<file path="src/fpsu_cfg.svh">
////////////////////////////////////////
// SIMD execution unit configuration
// widths, bypass bus count and opcodes,
// included by the package and its users
////////////////////////////////////////
`ifndef FPSU_CFG_SVH
`define FPSU_CFG_SVH

// datapath geometry
`define FPSU_LANE_W  32
`define FPSU_LANES   2
`define FPSU_DATA_W  64
// data plus parity plus spare top bit
`define FPSU_BUS_W   66
`define FPSU_NUM_BUS 4
`define FPSU_OP_W    5

// integer and logic opcodes
`define FPSU_OP_ADD     5'd0
`define FPSU_OP_SUB     5'd1
`define FPSU_OP_AND     5'd2
`define FPSU_OP_OR      5'd3
`define FPSU_OP_XOR     5'd4

// single precision compares, low bits give the condition
`define FPSU_OP_FCMP_EQ 5'd8
`define FPSU_OP_FCMP_LT 5'd9
`define FPSU_OP_FCMP_LE 5'd10
`define FPSU_OP_FCMP_UN 5'd11

`endif

</file>
<file path="src/fpsu_pkg.sv">
////////////////////////////////////////
// shared types of the SIMD execution unit
// imported by every pipeline stage
////////////////////////////////////////
`default_nettype none

`include "fpsu_cfg.svh"

package fpsu_pkg;

  // one lane, integer or IEEE single
  typedef logic [`FPSU_LANE_W-1:0] lane_t;

  // lane 0 sits in the low half
  typedef logic [`FPSU_DATA_W-1:0] data_t;

  // bit 65 zero, bit 64 even parity, 63:0 data
  typedef logic [`FPSU_BUS_W-1:0] bus_word_t;

  // one bit per bypass bus
  typedef logic [`FPSU_NUM_BUS-1:0] fwd_sel_t;

  typedef logic [`FPSU_OP_W-1:0] op_t;

  // executing path
  typedef logic [1:0] op_class_t;

  // bit 0 operand parity error, bit 1 trapped invalid compare
  typedef logic [1:0] retire_t;

  localparam op_class_t class_int   = 2'd0;
  localparam op_class_t class_logic = 2'd1;
  localparam op_class_t class_cmp   = 2'd2;

  // condition field for the logic path
  localparam logic [1:0] logic_and = 2'd0;
  localparam logic [1:0] logic_or  = 2'd1;
  localparam logic [1:0] logic_xor = 2'd2;

endpackage

`default_nettype wire

</file>
<file path="src/fpsu_operand_fwd.sv">
////////////////////////////////////////
// operand side of the SIMD unit
// picks each operand from the issue port or a
// bypass bus, checks parity, registers stage 1
////////////////////////////////////////
`timescale 1ns/1ps
`default_nettype none

`include "fpsu_cfg.svh"

module fpsu_operand_fwd import fpsu_pkg::*; (
  input  wire logic      clk,
  input  wire logic      rst,
  input  wire logic      issue_valid,
  input  wire bus_word_t issue_a,
  input  wire bus_word_t issue_b,
  input  wire fwd_sel_t  fwd_now_a,
  input  wire fwd_sel_t  fwd_late_a,
  input  wire fwd_sel_t  fwd_now_b,
  input  wire fwd_sel_t  fwd_late_b,
  input  wire bus_word_t byp_bus_0,
  input  wire bus_word_t byp_bus_1,
  input  wire bus_word_t byp_bus_2,
  input  wire bus_word_t byp_bus_3,
  output data_t          s1_a,
  output data_t          s1_b,
  output logic           s1_valid,
  output logic           s1_err
);

  bus_word_t [`FPSU_NUM_BUS-1:0] byp_now;
  bus_word_t [`FPSU_NUM_BUS-1:0] byp_late;
  bus_word_t                     sel_a;
  bus_word_t                     sel_b;

  // at most one select bit is set, so later hits never collide
  function automatic bus_word_t pick_operand(
    input bus_word_t                     port_w,
    input fwd_sel_t                      now_sel,
    input fwd_sel_t                      late_sel,
    input bus_word_t [`FPSU_NUM_BUS-1:0] now_w,
    input bus_word_t [`FPSU_NUM_BUS-1:0] late_w
  );
    bus_word_t w;
    w = port_w;
    for (int k = 0; k < `FPSU_NUM_BUS; k++) begin
      if (now_sel[k]) w = now_w[k];
      if (late_sel[k]) w = late_w[k];
    end
    return w;
  endfunction

  assign byp_now = {byp_bus_3, byp_bus_2, byp_bus_1, byp_bus_0};

  // bus copies for late forwarding
  always_ff @(posedge clk) begin
    if (rst) begin
      byp_late <= '0;
    end else begin
      byp_late <= byp_now;
    end
  end

  assign sel_a = pick_operand(issue_a, fwd_now_a, fwd_late_a, byp_now, byp_late);
  assign sel_b = pick_operand(issue_b, fwd_now_b, fwd_late_b, byp_now, byp_late);

  always_ff @(posedge clk) begin
    if (rst) begin
      s1_valid <= 1'b0;
      s1_err   <= 1'b0;
    end else begin
      s1_valid <= issue_valid;
      // a good word xors to zero over all bits
      s1_err   <= (^sel_a) | (^sel_b);
    end
  end

  always_ff @(posedge clk) begin
    s1_a <= sel_a[`FPSU_DATA_W-1:0];
    s1_b <= sel_b[`FPSU_DATA_W-1:0];
  end

  a_fwd_onehot: assert property (@(posedge clk) disable iff (rst)
    issue_valid |-> $onehot0({fwd_now_a, fwd_late_a}) && $onehot0({fwd_now_b, fwd_late_b}));

endmodule

`default_nettype wire

</file>
<file path="src/fpsu_op_decode.sv">
////////////////////////////////////////
// opcode decode for the SIMD unit
// path, subtract and condition, in step
// with the stage-1 operands
////////////////////////////////////////
`timescale 1ns/1ps
`default_nettype none

`include "fpsu_cfg.svh"

module fpsu_op_decode import fpsu_pkg::*; (
  input  wire logic clk,
  input  wire logic rst,
  input  wire logic issue_valid,
  input  wire op_t  issue_op,
  output op_class_t s1_class,
  output logic      s1_sub,
  output logic [1:0] s1_cond
);

  op_class_t  dec_class;
  logic       dec_sub;
  logic [1:0] dec_cond;
  logic       dec_known;

  always_comb begin
    dec_class = class_int;
    dec_sub   = 1'b0;
    dec_cond  = 2'd0;
    dec_known = 1'b1;
    case (issue_op)
      `FPSU_OP_ADD: dec_class = class_int;
      `FPSU_OP_SUB: dec_sub = 1'b1;
      `FPSU_OP_AND: begin
        dec_class = class_logic;
        dec_cond  = logic_and;
      end
      `FPSU_OP_OR: begin
        dec_class = class_logic;
        dec_cond  = logic_or;
      end
      `FPSU_OP_XOR: begin
        dec_class = class_logic;
        dec_cond  = logic_xor;
      end
      // eq, lt, le, unordered
      `FPSU_OP_FCMP_EQ, `FPSU_OP_FCMP_LT, `FPSU_OP_FCMP_LE, `FPSU_OP_FCMP_UN: begin
        dec_class = class_cmp;
        dec_cond  = issue_op[1:0];
      end
      default: dec_known = 1'b0;
    endcase
  end

  always_ff @(posedge clk) begin
    if (rst) begin
      s1_class <= class_int;
      s1_sub   <= 1'b0;
      s1_cond  <= 2'd0;
    end else if (issue_valid) begin
      s1_class <= dec_class;
      s1_sub   <= dec_sub;
      s1_cond  <= dec_cond;
    end
  end

  a_op_known: assert property (@(posedge clk) disable iff (rst) issue_valid |-> dec_known);

endmodule

`default_nettype wire

</file>
<file path="src/fpsu_simd_exec.sv">
////////////////////////////////////////
// lane-wise execution of the SIMD unit
// integer add/sub, logic ops and single
// precision compares into stage 2
////////////////////////////////////////
`timescale 1ns/1ps
`default_nettype none

`include "fpsu_cfg.svh"

module fpsu_simd_exec import fpsu_pkg::*; (
  input  wire logic       clk,
  input  wire logic       rst,
  input  wire logic       s1_valid,
  input  wire logic       s1_err,
  input  wire data_t      s1_a,
  input  wire data_t      s1_b,
  input  wire op_class_t  s1_class,
  input  wire logic       s1_sub,
  input  wire logic [1:0] s1_cond,
  input  wire logic       inv_trap_en,
  output data_t           s2_result,
  output logic            s2_valid,
  output logic            s2_err,
  output logic            s2_nan
);

  lane_t [`FPSU_LANES-1:0] lane_res;
  logic  [`FPSU_LANES-1:0] lane_nan;

  function automatic logic is_nan(input lane_t x);
    return (x[30:23] == 8'hff) && (x[22:0] != 23'd0);
  endfunction

  // flags in condition order: {un, le, lt, eq}
  function automatic logic [3:0] fcmp_flags(input lane_t a, input lane_t b);
    logic un;
    logic zeros;
    logic eq;
    logic lt;
    un    = is_nan(a) | is_nan(b);
    zeros = (a[30:0] == 31'd0) && (b[30:0] == 31'd0);
    eq    = ~un & ((a == b) | zeros);
    if (un || zeros) begin
      lt = 1'b0;
    end else if (a[31] != b[31]) begin
      lt = a[31];
    end else if (a[31]) begin
      // both negative, larger magnitude is smaller
      lt = a[30:0] > b[30:0];
    end else begin
      lt = a[30:0] < b[30:0];
    end
    return {un, lt | eq, lt, eq};
  endfunction

  for (genvar i = 0; i < `FPSU_LANES; i++) begin : g_lane
    lane_t      la;
    lane_t      lb;
    lane_t      res;
    logic [3:0] cmp;

    assign la  = s1_a[i*`FPSU_LANE_W +: `FPSU_LANE_W];
    assign lb  = s1_b[i*`FPSU_LANE_W +: `FPSU_LANE_W];
    assign cmp = fcmp_flags(la, lb);

    always_comb begin
      case (s1_class)
        class_int: res = s1_sub ? la - lb : la + lb;
        class_logic: begin
          case (s1_cond)
            logic_and: res = la & lb;
            logic_or:  res = la | lb;
            default:   res = la ^ lb;
          endcase
        end
        default: res = {`FPSU_LANE_W{cmp[s1_cond]}};
      endcase
    end

    assign lane_res[i] = res;
    assign lane_nan[i] = cmp[3];
  end

  always_ff @(posedge clk) begin
    if (rst) begin
      s2_valid <= 1'b0;
      s2_err   <= 1'b0;
      s2_nan   <= 1'b0;
    end else begin
      s2_valid <= s1_valid;
      s2_err   <= s1_err;
      // invalid only reports under the trap
      s2_nan   <= (s1_class == class_cmp) & (|lane_nan) & inv_trap_en;
    end
  end

  always_ff @(posedge clk) begin
    s2_result <= lane_res;
  end

endmodule

`default_nettype wire

</file>
<file path="src/fpsu_writeback.sv">
////////////////////////////////////////
// result side of the SIMD unit
// builds the parity bus word and the
// retire code in the stage-3 register
////////////////////////////////////////
`timescale 1ns/1ps
`default_nettype none

`include "fpsu_cfg.svh"

module fpsu_writeback import fpsu_pkg::*; (
  input  wire logic  clk,
  input  wire logic  rst,
  input  wire logic  s2_valid,
  input  wire logic  s2_err,
  input  wire logic  s2_nan,
  input  wire data_t s2_result,
  output logic       result_valid,
  output bus_word_t  result_bus,
  output logic       ret_valid,
  output retire_t    ret_code
);

  logic      wb_ok;
  bus_word_t wb_word;
  retire_t   wb_code;

  // a parity error drops the result but still retires
  assign wb_ok = s2_valid & ~s2_err;

  // zero top bit, even parity over the data
  assign wb_word = {1'b0, ^s2_result, s2_result};

  always_comb begin
    wb_code    = '0;
    wb_code[0] = s2_err;
    wb_code[1] = s2_nan;
  end

  always_ff @(posedge clk) begin
    if (rst) begin
      result_valid <= 1'b0;
      ret_valid    <= 1'b0;
      ret_code     <= '0;
    end else begin
      result_valid <= wb_ok;
      ret_valid    <= s2_valid;
      ret_code     <= s2_valid ? wb_code : '0;
    end
  end

  // bus reads as zero when nothing valid is on it
  always_ff @(posedge clk) begin
    if (rst) begin
      result_bus <= '0;
    end else begin
      result_bus <= wb_ok ? wb_word : '0;
    end
  end

endmodule

`default_nettype wire

</file>
<file path="src/fpsu_top.sv">
////////////////////////////////////////
// two-lane SIMD execution unit top level
// three-stage pipeline, one issue per cycle
////////////////////////////////////////
`timescale 1ns/1ps
`default_nettype none

`include "fpsu_cfg.svh"

module fpsu_top import fpsu_pkg::*; (
  input  wire logic      clk,
  input  wire logic      rst,
  input  wire logic      issue_valid,
  input  wire op_t       issue_op,
  input  wire bus_word_t issue_a,
  input  wire bus_word_t issue_b,
  input  wire fwd_sel_t  fwd_now_a,
  input  wire fwd_sel_t  fwd_late_a,
  input  wire fwd_sel_t  fwd_now_b,
  input  wire fwd_sel_t  fwd_late_b,
  input  wire bus_word_t byp_bus_0,
  input  wire bus_word_t byp_bus_1,
  input  wire bus_word_t byp_bus_2,
  input  wire bus_word_t byp_bus_3,
  input  wire logic      inv_trap_en,
  output logic           result_valid,
  output bus_word_t      result_bus,
  output logic           ret_valid,
  output retire_t        ret_code
);

  // stage 1
  data_t      s1_a;
  data_t      s1_b;
  logic       s1_valid;
  logic       s1_err;
  op_class_t  s1_class;
  logic       s1_sub;
  logic [1:0] s1_cond;

  // stage 2
  data_t      s2_result;
  logic       s2_valid;
  logic       s2_err;
  logic       s2_nan;

  fpsu_operand_fwd i_fpsu_operand_fwd (
    .clk, .rst, .issue_valid,
    .issue_a, .issue_b,
    .fwd_now_a, .fwd_late_a, .fwd_now_b, .fwd_late_b,
    .byp_bus_0, .byp_bus_1, .byp_bus_2, .byp_bus_3,
    .s1_a, .s1_b, .s1_valid, .s1_err
  );

  fpsu_op_decode i_fpsu_op_decode (
    .clk, .rst, .issue_valid, .issue_op,
    .s1_class, .s1_sub, .s1_cond
  );

  fpsu_simd_exec i_fpsu_simd_exec (
    .clk, .rst, .s1_valid, .s1_err, .s1_a, .s1_b,
    .s1_class, .s1_sub, .s1_cond, .inv_trap_en,
    .s2_result, .s2_valid, .s2_err, .s2_nan
  );

  fpsu_writeback i_fpsu_writeback (
    .clk, .rst, .s2_valid, .s2_err, .s2_nan, .s2_result,
    .result_valid, .result_bus, .ret_valid, .ret_code
  );

endmodule

`default_nettype wire

</file>
<file path="config.mk">
export PLATFORM = sky130hd
export DESIGN_NAME = fpsu_top
export DESIGN_NICKNAME = d
export VERILOG_FILES = /design/src/fpsu_pkg.sv /design/src/fpsu_operand_fwd.sv /design/src/fpsu_op_decode.sv /design/src/fpsu_simd_exec.sv /design/src/fpsu_writeback.sv /design/src/fpsu_top.sv
export VERILOG_INCLUDE_DIRS = /design/src
export SDC_FILE = /design/constraint.sdc
export NUM_CORES = 2
export LEC_CHECK = 0
export BUFFER_PORTS_ARGS = -buffer_cell sky130_fd_sc_hd__buf_2
export CAP_MARGIN = 30
export CORE_ASPECT_RATIO = 0.75
export CORE_MARGIN = 8
export CORE_UTILIZATION = 40
export CTS_CLUSTER_SIZE = 20
export DETAILED_ROUTE_END_ITERATION = 8
export GPL_TIMING_DRIVEN = 0
export SETUP_SLACK_MARGIN = 0.02
export SYNTH_ARGS = -nofsm -noshare
export SYNTH_HDL_FRONTEND = slang
export SYNTH_SLANG_ARGS = --single-unit
export TNS_END_PERCENT = 100
</file>
<file path="constraint.sdc">
create_clock -name clk -period 4.58 [get_ports clk]
set_input_delay 0.458 -clock clk [delete_from_list [all_inputs] [get_ports clk]]
set_output_delay 0.458 -clock clk [all_outputs]
set_load 0.01 [all_outputs]
</file>
# After elaboration in Yosys (flattened, before gate mapping)
# Index checks and enable logic that the tools add are counted.
[classes]
addsub = 4
multipliers = 0
div = 0
magnitude_cmp = 5
n_eq_ne = 19
n_shift = 0
muxes = 35
bitwise_logic = 23
n_reduce_logical = 26
[ops]
columns = ["cell", "n"]
rows = [
  ["two-way mux 66 bit", 16],
  ["one-hot mux 32 bit (2 select lines)", 4],
  ["parity 66 bit", 2],
  ["logical NOT 31 bit", 4],
  ["nonzero test 23 bit", 4],
  ["adder 32 bit", 2],
  ["AND 32 bit", 2],
  ["equality test 32 bit", 2],
  ["two-way mux 32 bit", 2],
  ["OR 32 bit", 2],
  ["parity 64 bit", 1],
  ["subtractor 32 bit", 2],
  ["bitwise XOR 32 bit", 2],
  ["> comparator 31 bit", 2],
  ["less-than comparator 31 bit", 2],
  ["equality test 8 bit (second input constant)", 4],
  ["equality test 5 x 4 -> 1 bit (second input constant)", 4],
  ["equality test 5 x 2 -> 1 bit (second input constant)", 2],
  ["two-way mux 1 bit", 9],
  ["OR 1 bit", 7],
  ["logical AND 1 bit", 6],
  ["one-hot mux 2 bit (3 select lines)", 1],
  ["OR reduction 2 bit", 3],
  ["AND 1 bit", 5],
  ["13 further kinds", 22],
]
[totals]
register_bits = 536
latchBits = 0
mem_bits_rw = 0
rom_bits = 0
inputBits = 421
out_inout_bits = 70
word_cells = 132
n_memories = 0

# Longest topological paths before layout
[depth]
depth_word = 10
mapped_depth = 18

# Cells and area by module
# Synthesis repeated with hierarchy kept, for this count alone.
[hier_totals]
hier_cells = 4477
area_unflattened_um2 = 36247.3
[by_module_without_submodules]
columns = ["mod", "instances", "cells_each", "area_each_um2", "seq_area_each_um2"]
rows = [
  ["fpsu_operand_fwd", 1, 2455, 21237.9, 7887.6],
  ["fpsu_simd_exec", 1, 1783, 12350.6, 1341.3],
  ["fpsu_writeback", 1, 210, 2403.6, 1381.3],
  ["fpsu_op_decode", 1, 29, 255.2, 100.1],
]

# Worst setup path before layout
# Ideal clock, no wire load.
[synth_timing]
path_type = "register to register"
startpoint = "reg i_fpsu_operand_fwd.s1_b[33]"
endpoint = "reg i_fpsu_simd_exec.s2_result[38]"
setup_time_ns = 0.144
t_arrival_ns = 3.461
slack_ns = 0.976
path_stages_with_launch = 16
synth_period_minus_slack_ns = 3.604
cell_sequence = "dfxtp_1 inv_1 ha_1 o21bai_1 a21o_1 a21oi_1 o21bai_1 a21o_1 a211oi_1 o311a_1 nor4_1 o211ai_1 a31oi_1 o31ai_1 clkbuf_1 o221ai_1"
[synth_between]
elab_chain_cells = 9
elab_cells_between_ends = 22
[synth_lines]
columns = ["item", "line", "rtl"]
rows = [
  ["start: declaration", "fpsu_operand_fwd.sv:26", "output data_t s1_b,"],
  ["start signal: assignment", "fpsu_operand_fwd.sv:80", "s1_b <= sel_b[`FPSU_DATA_W-1:0];"],
  ["branches (longest 8 deep; another with less-than comparator 31 bit)", "--", ""],
  ["one-hot mux 32 bit (2 select lines) (*)", "fpsu_simd_exec.sv:68", "case (s1_class)"],
  ["net i_fpsu_simd_exec.g_lane[1].res[6]", "fpsu_simd_exec.sv:60", "lane_t res;"],
  ["end signal: assignment", "fpsu_simd_exec.sv:99", "s2_result <= lane_res;"],
  ["end: declaration", "fpsu_simd_exec.sv:22", "output data_t s2_result,"],
]
# Mark *: on every way through the listed nets, which the timed path passes. The select of a mux whose other input is x is not followed.
# A chain may end at the register's enable or synchronous reset.

# Final worst setup path
[layout_timing]
startpoint = "in fwd_late_a[2]"
endpoint = "reg i_fpsu_operand_fwd.s1_err"
[layout_between]
elab_chain_cells = 5
[layout_lines]
columns = ["item", "line", "rtl"]
rows = [
  ["start: declaration", "fpsu_top.sv:18", "input wire fwd_sel_t fwd_late_a,"],
  ["two-way mux 66 bit", "fpsu_operand_fwd.sv:48", "if (late_sel[k]) w = late_w[k];"],
  ["two-way mux 66 bit", "fpsu_operand_fwd.sv:47", "if (now_sel[k]) w = now_w[k];"],
  ["two-way mux 66 bit", "fpsu_operand_fwd.sv:48", ""],
  ["net i_fpsu_operand_fwd.sel_a[47]", "fpsu_operand_fwd.sv:33", "bus_word_t sel_a;"],
  ["parity 66 bit", "fpsu_operand_fwd.sv:74", "s1_err <= (^sel_a) | (^sel_b);"],
  ["OR 1 bit", "fpsu_operand_fwd.sv:74", ""],
  ["end signal: assignment", "fpsu_operand_fwd.sv:74", ""],
  ["end: declaration", "fpsu_operand_fwd.sv:28", "output logic s1_err"],
]
# The timed path passes the listed nets, and every way through them passes these cells.

==> impl_results.md <==
- Outcome: finished, violations left
- Failing checks: setup timing
- First-pass GRT wire length: 253,900 µm
- WL/cell: 29.43 µm
- Number of CTS-inserted buffers: 55
- Syn Inst Count: 4,343
- Syn-to-layout area delta: 18.97%
- I/O Buffers: 484
- WP depth: 13
- Clock Pin Slew Worst Setup and Hold Paths: 70 ps
- Top area cells in the synthesized netlist: dfxtp_1, ha_1, a21oi_1, nor2b_1, o21ai_0
- Comb pwr share: 36.3%
- Via Count: 37,825
- Async set-reset flop share out of synthesis: 0%
- Routed Antenna Nets: 0
- Yosys warns: 0
- Max incr delay on CP: 890 ps
- Placer Congestion: 1.014
- RSZ-0062 raised after global routing: false
- DRT Pass-1 Iters: 6
- Crit end category: register
- Gr ovfl total: 0
- Sum of buffers and inverters on the critical path: 4
- Worst-path cell chain: clkbuf_1 -> clkbuf_2 -> buf_2 -> buf_2 -> a211o_1 -> o21ai_0 -> o21ai_0 -> xor2_1 -> xnor2_1 -> xor2_1 -> xnor3_1 -> xnor3_1 -> a21oi_1
- Hold path depth: 2
- Pin count of the biggest net entering global routing: 16
- WL final: 181,500 µm
- Synthesized flop and latch total: 535
- Cell Rows: 93
- Worst reg2reg path depth: 14
- Fillers: 8,713
- Core box area: 85,870 µm²
- Design Power: 16.61 mW
- Crit start category: input port
- Initial antenna violation count: 51
- Clock sink count: 535
- Power Density: 402.7 nW/µm²
- Vias in the first global route: 35,961
- CTS Root Cell: clkbuf_16
- Mapped cell area: 34,670 µm²
- Layout cells sized above 1: 16.60%
- Final Cell Area: 41,250 µm²
- Switch share: 36.53%
- Placement Cell Area: 38,710 µm²
- DP HPWL: 149,600 µm
- Critical path class: input port to register
- Multi-input gate area in the final layout: 21,570 µm²
- Pleak: 17.25 nW
- Layout Cells excl Fill: 6,167
- Yosys top cell by area: dfxtp_1
- Post-synth top area share: 30.89%
- FF+latch area: 10,710 µm²
- Mean cell area of the mapped netlist: 7.983 µm²
- Fmax: 215.6 MHz
- Sequential element share of the synthesized area: 30.89%
- CP top delay family: buffers and inverters
- Max-Cap Viols: 0
- CTS tree: yes
- Slack of the critical path: -57.88 ps
- # setup viols final: 1
- Ys flop type: dfxtp_1
- Worst rel slew slack: 17.86%
- Vias per cell: 6.133
- Synth unique cells: 87
- Top Ports: 491
- Worst hold slack: 31.18 ps
- Die width: 356.0 µm
- Worst Skew: 42.41 ps
- Cell internal pwr: 10.54 mW
- Placed cells: 5,987
- Fin. Hold Viols: 0
- Initial Util: 40.37%
- Clock Power Share: 30.4%
- Sequential power share: 33.4%
- Die ar.: 96,450 µm²
- Tightest Pin Transition: 1222 ps
- CP arrival: 5150 ps
- Req. time, crit path: 5090 ps
- Setup tns final: -57.88 ps
- Peak VDD IR: 0.0004700 V
- # DRC: 0
- Post-layout util: 48.03%
- CP max FO: 10
- Initial DRC count: 5,369
- H-Tree Depth: 2
- Final period util: 101.3%
- Slew Limit Fails: 0
- Post-synth EDFFs: 0
- Fin nets: 5,557
- Fin crit period: 4638 ps
- Switching power: 6.069 mW
- Cell at the slowest stage of the critical path: o21ai_0
- GRT Overall Usage: 35.58%
- Syn_nets: 4,963
- Maximum clock path buffer count: 3
- Hold WC Path Type: input port to register
- Die Y-Extent: 271.0 µm
- Pre-CTS setup slack: -1061 ps
- Clk_lat worst skew: 680 ps
-- Yosys cell counts, types with 18 or more instances --
| cell type | instances |
|---|---|
| nor4_1 | 48 |
| buf_4 | 21 |
| buf_1 | 33 |
| ha_1 | 195 |
| mux2_2 | 68 |
| o21ai_1 | 20 |
| o21bai_1 | 21 |
| inv_1 | 263 |
| nor2b_1 | 286 |
| a21oi_1 | 473 |
| and2_1 | 71 |
| a211oi_1 | 75 |
| a31oi_1 | 20 |
| dfxtp_1 | 535 |
| mux2i_1 | 97 |
| clkbuf_1 | 229 |
| a21o_1 | 42 |
| a221oi_1 | 68 |
| nand2b_1 | 35 |
| nand3_1 | 28 |
| xnor3_1 | 18 |
| a22oi_1 | 58 |
| nand2_1 | 266 |
| buf_2 | 47 |
| nand4_1 | 23 |
| xor2_1 | 40 |
| o21ai_0 | 354 |
| nor3_1 | 47 |
| xnor2_1 | 155 |
| nor2_1 | 283 |
| o211ai_1 | 60 |
| o22ai_1 | 57 |
| o221ai_1 | 38 |
| o31ai_1 | 60 |
-- area by class of cell --
cell class | instances | share of cell area [%]
Inverter | 265 | 2.412
Antenna cell | 44 | 0.2669
Tap cell | 1140 | 3.458
Clock inverter | 29 | 1.022
Sequential cell | 535 | 25.98
Timing Repair Buffer | 537 | 7.104
Multi-Input combinational cell | 3203 | 52.29
Clock buffer | 74 | 3.804
Buffer | 340 | 3.670
-- final timing paths --
check | startpoint | to | slack [ps]
worst min register to register | i_fpsu_operand_fwd.s1_valid$_SDFF_PP0_ | i_fpsu_simd_exec.s2_valid$_SDFF_PP0_ | 440
worst min-delay path | byp_bus_0[61] | i_fpsu_operand_fwd.byp_late[61]$_SDFF_PP0_ | 30
worst max-delay path | fwd_late_a[2] | i_fpsu_operand_fwd.s1_err$_SDFF_PP0_ | -60
worst max register to register | i_fpsu_operand_fwd.s1_b[2]$_DFF_P_ | i_fpsu_simd_exec.s2_result[29]$_DFF_P_ | 140
-- state kept, by name (all words and copies together), names as in the netlist, 2 cells and up --
register,count
i_fpsu_operand_fwd.byp_late,264
i_fpsu_op_decode.s1_class,2
i_fpsu_op_decode.s1_cond,2
i_fpsu_operand_fwd.s1_b,64
i_fpsu_writeback.ret_code,2
i_fpsu_writeback.result_bus,65
i_fpsu_operand_fwd.s1_a,64
i_fpsu_simd_exec.s2_result,64
-- power groups by stage --
stage / clock network, mW / registers, mW / logic (mW)
detailed placement: 0 / 5.63 / 5.72
global route: 5.27 / 5.58 / 6.35
CTS: 5.08 / 5.53 / 5.78
floorplan: 0 / 5.44 / 3.91
finish: 5.05 / 5.54 / 6.02
global placement: 0 / 5.62 / 5.71
-- worst reg2reg max path: cells and delay by family, from the launching register on --
family | cells | cell delay [ps]
AO/OA/AOI/OAI | 9 | 2520
flip-flops | 1 | 650
AND/OR/NAND/NOR | 2 | 510
buffers and inverters | 2 | 420
adder cells (fa/ha/maj) | 1 | 300
-- cells by family (layout without fill, tap and decap cells) --
family                   Yosys count  after routing  synth area share (%)
flip-flops                       535            535                 30.89
buffers and inverters            605           1245                 7.164
other                              1             45               0.01082
AND/OR/NAND/NOR                 1158           1158                 16.93
XOR/XNOR                         220            220                 6.554
adder cells (fa/ha/maj)          199            199                 7.268
AO/OA/AOI/OAI                   1455           1455                 26.01
multiplexers                     170            170                 5.172
-- cell usage in the layout (no fill, tap or decap), types with 22 or more instances in the layout --
cell type	synthesis	final
a22oi_1	58	58
mux2_2	68	68
o221ai_1	38	38
o31ai_1	60	57
ha_1	195	195
clkbuf_1	229	226
nor3_1	47	47
diode_2	0	44
nor2b_1	286	286
a21o_1	42	42
buf_2	47	538
a211oi_1	75	74
a221oi_1	68	68
o22ai_1	57	57
o21ai_0	354	352
a21oi_1	473	473
nor4_1	48	45
nand4_1	23	23
nand2b_1	35	35
mux2i_1	97	97
nand2_1	266	266
o211ai_1	60	60
and2_1	71	71
xnor2_1	155	155
inv_1	263	263
clkbuf_16	0	56
xor2_1	40	40
nor2_1	283	282
buf_1	33	30
buf_4	21	40
nand3_1	28	28
o21ai_1	20	22
dfxtp_1	535	532
-- repair_timing --
action	in CTS	in global routing
gates cloned	0	0
setup buffers	8	1
hold buffers	8	0
endpoints found under the hold margin	8	0
endpoints found under the setup margin	59	45
gates resized for setup	15	28
pin swaps	4	1
-- per-layer routing --
layer  vias to the layer above  track usage (%)  routed length (µm)
met5                         -                0                  55
met4                        10            9.371                4901
met3                       338            13.29               26040
met2                      2499            49.49               71760
met1                     18412            50.90               78740
li1                      16566                -                   -
Note: power is estimated with default switching activity, not from simulation.
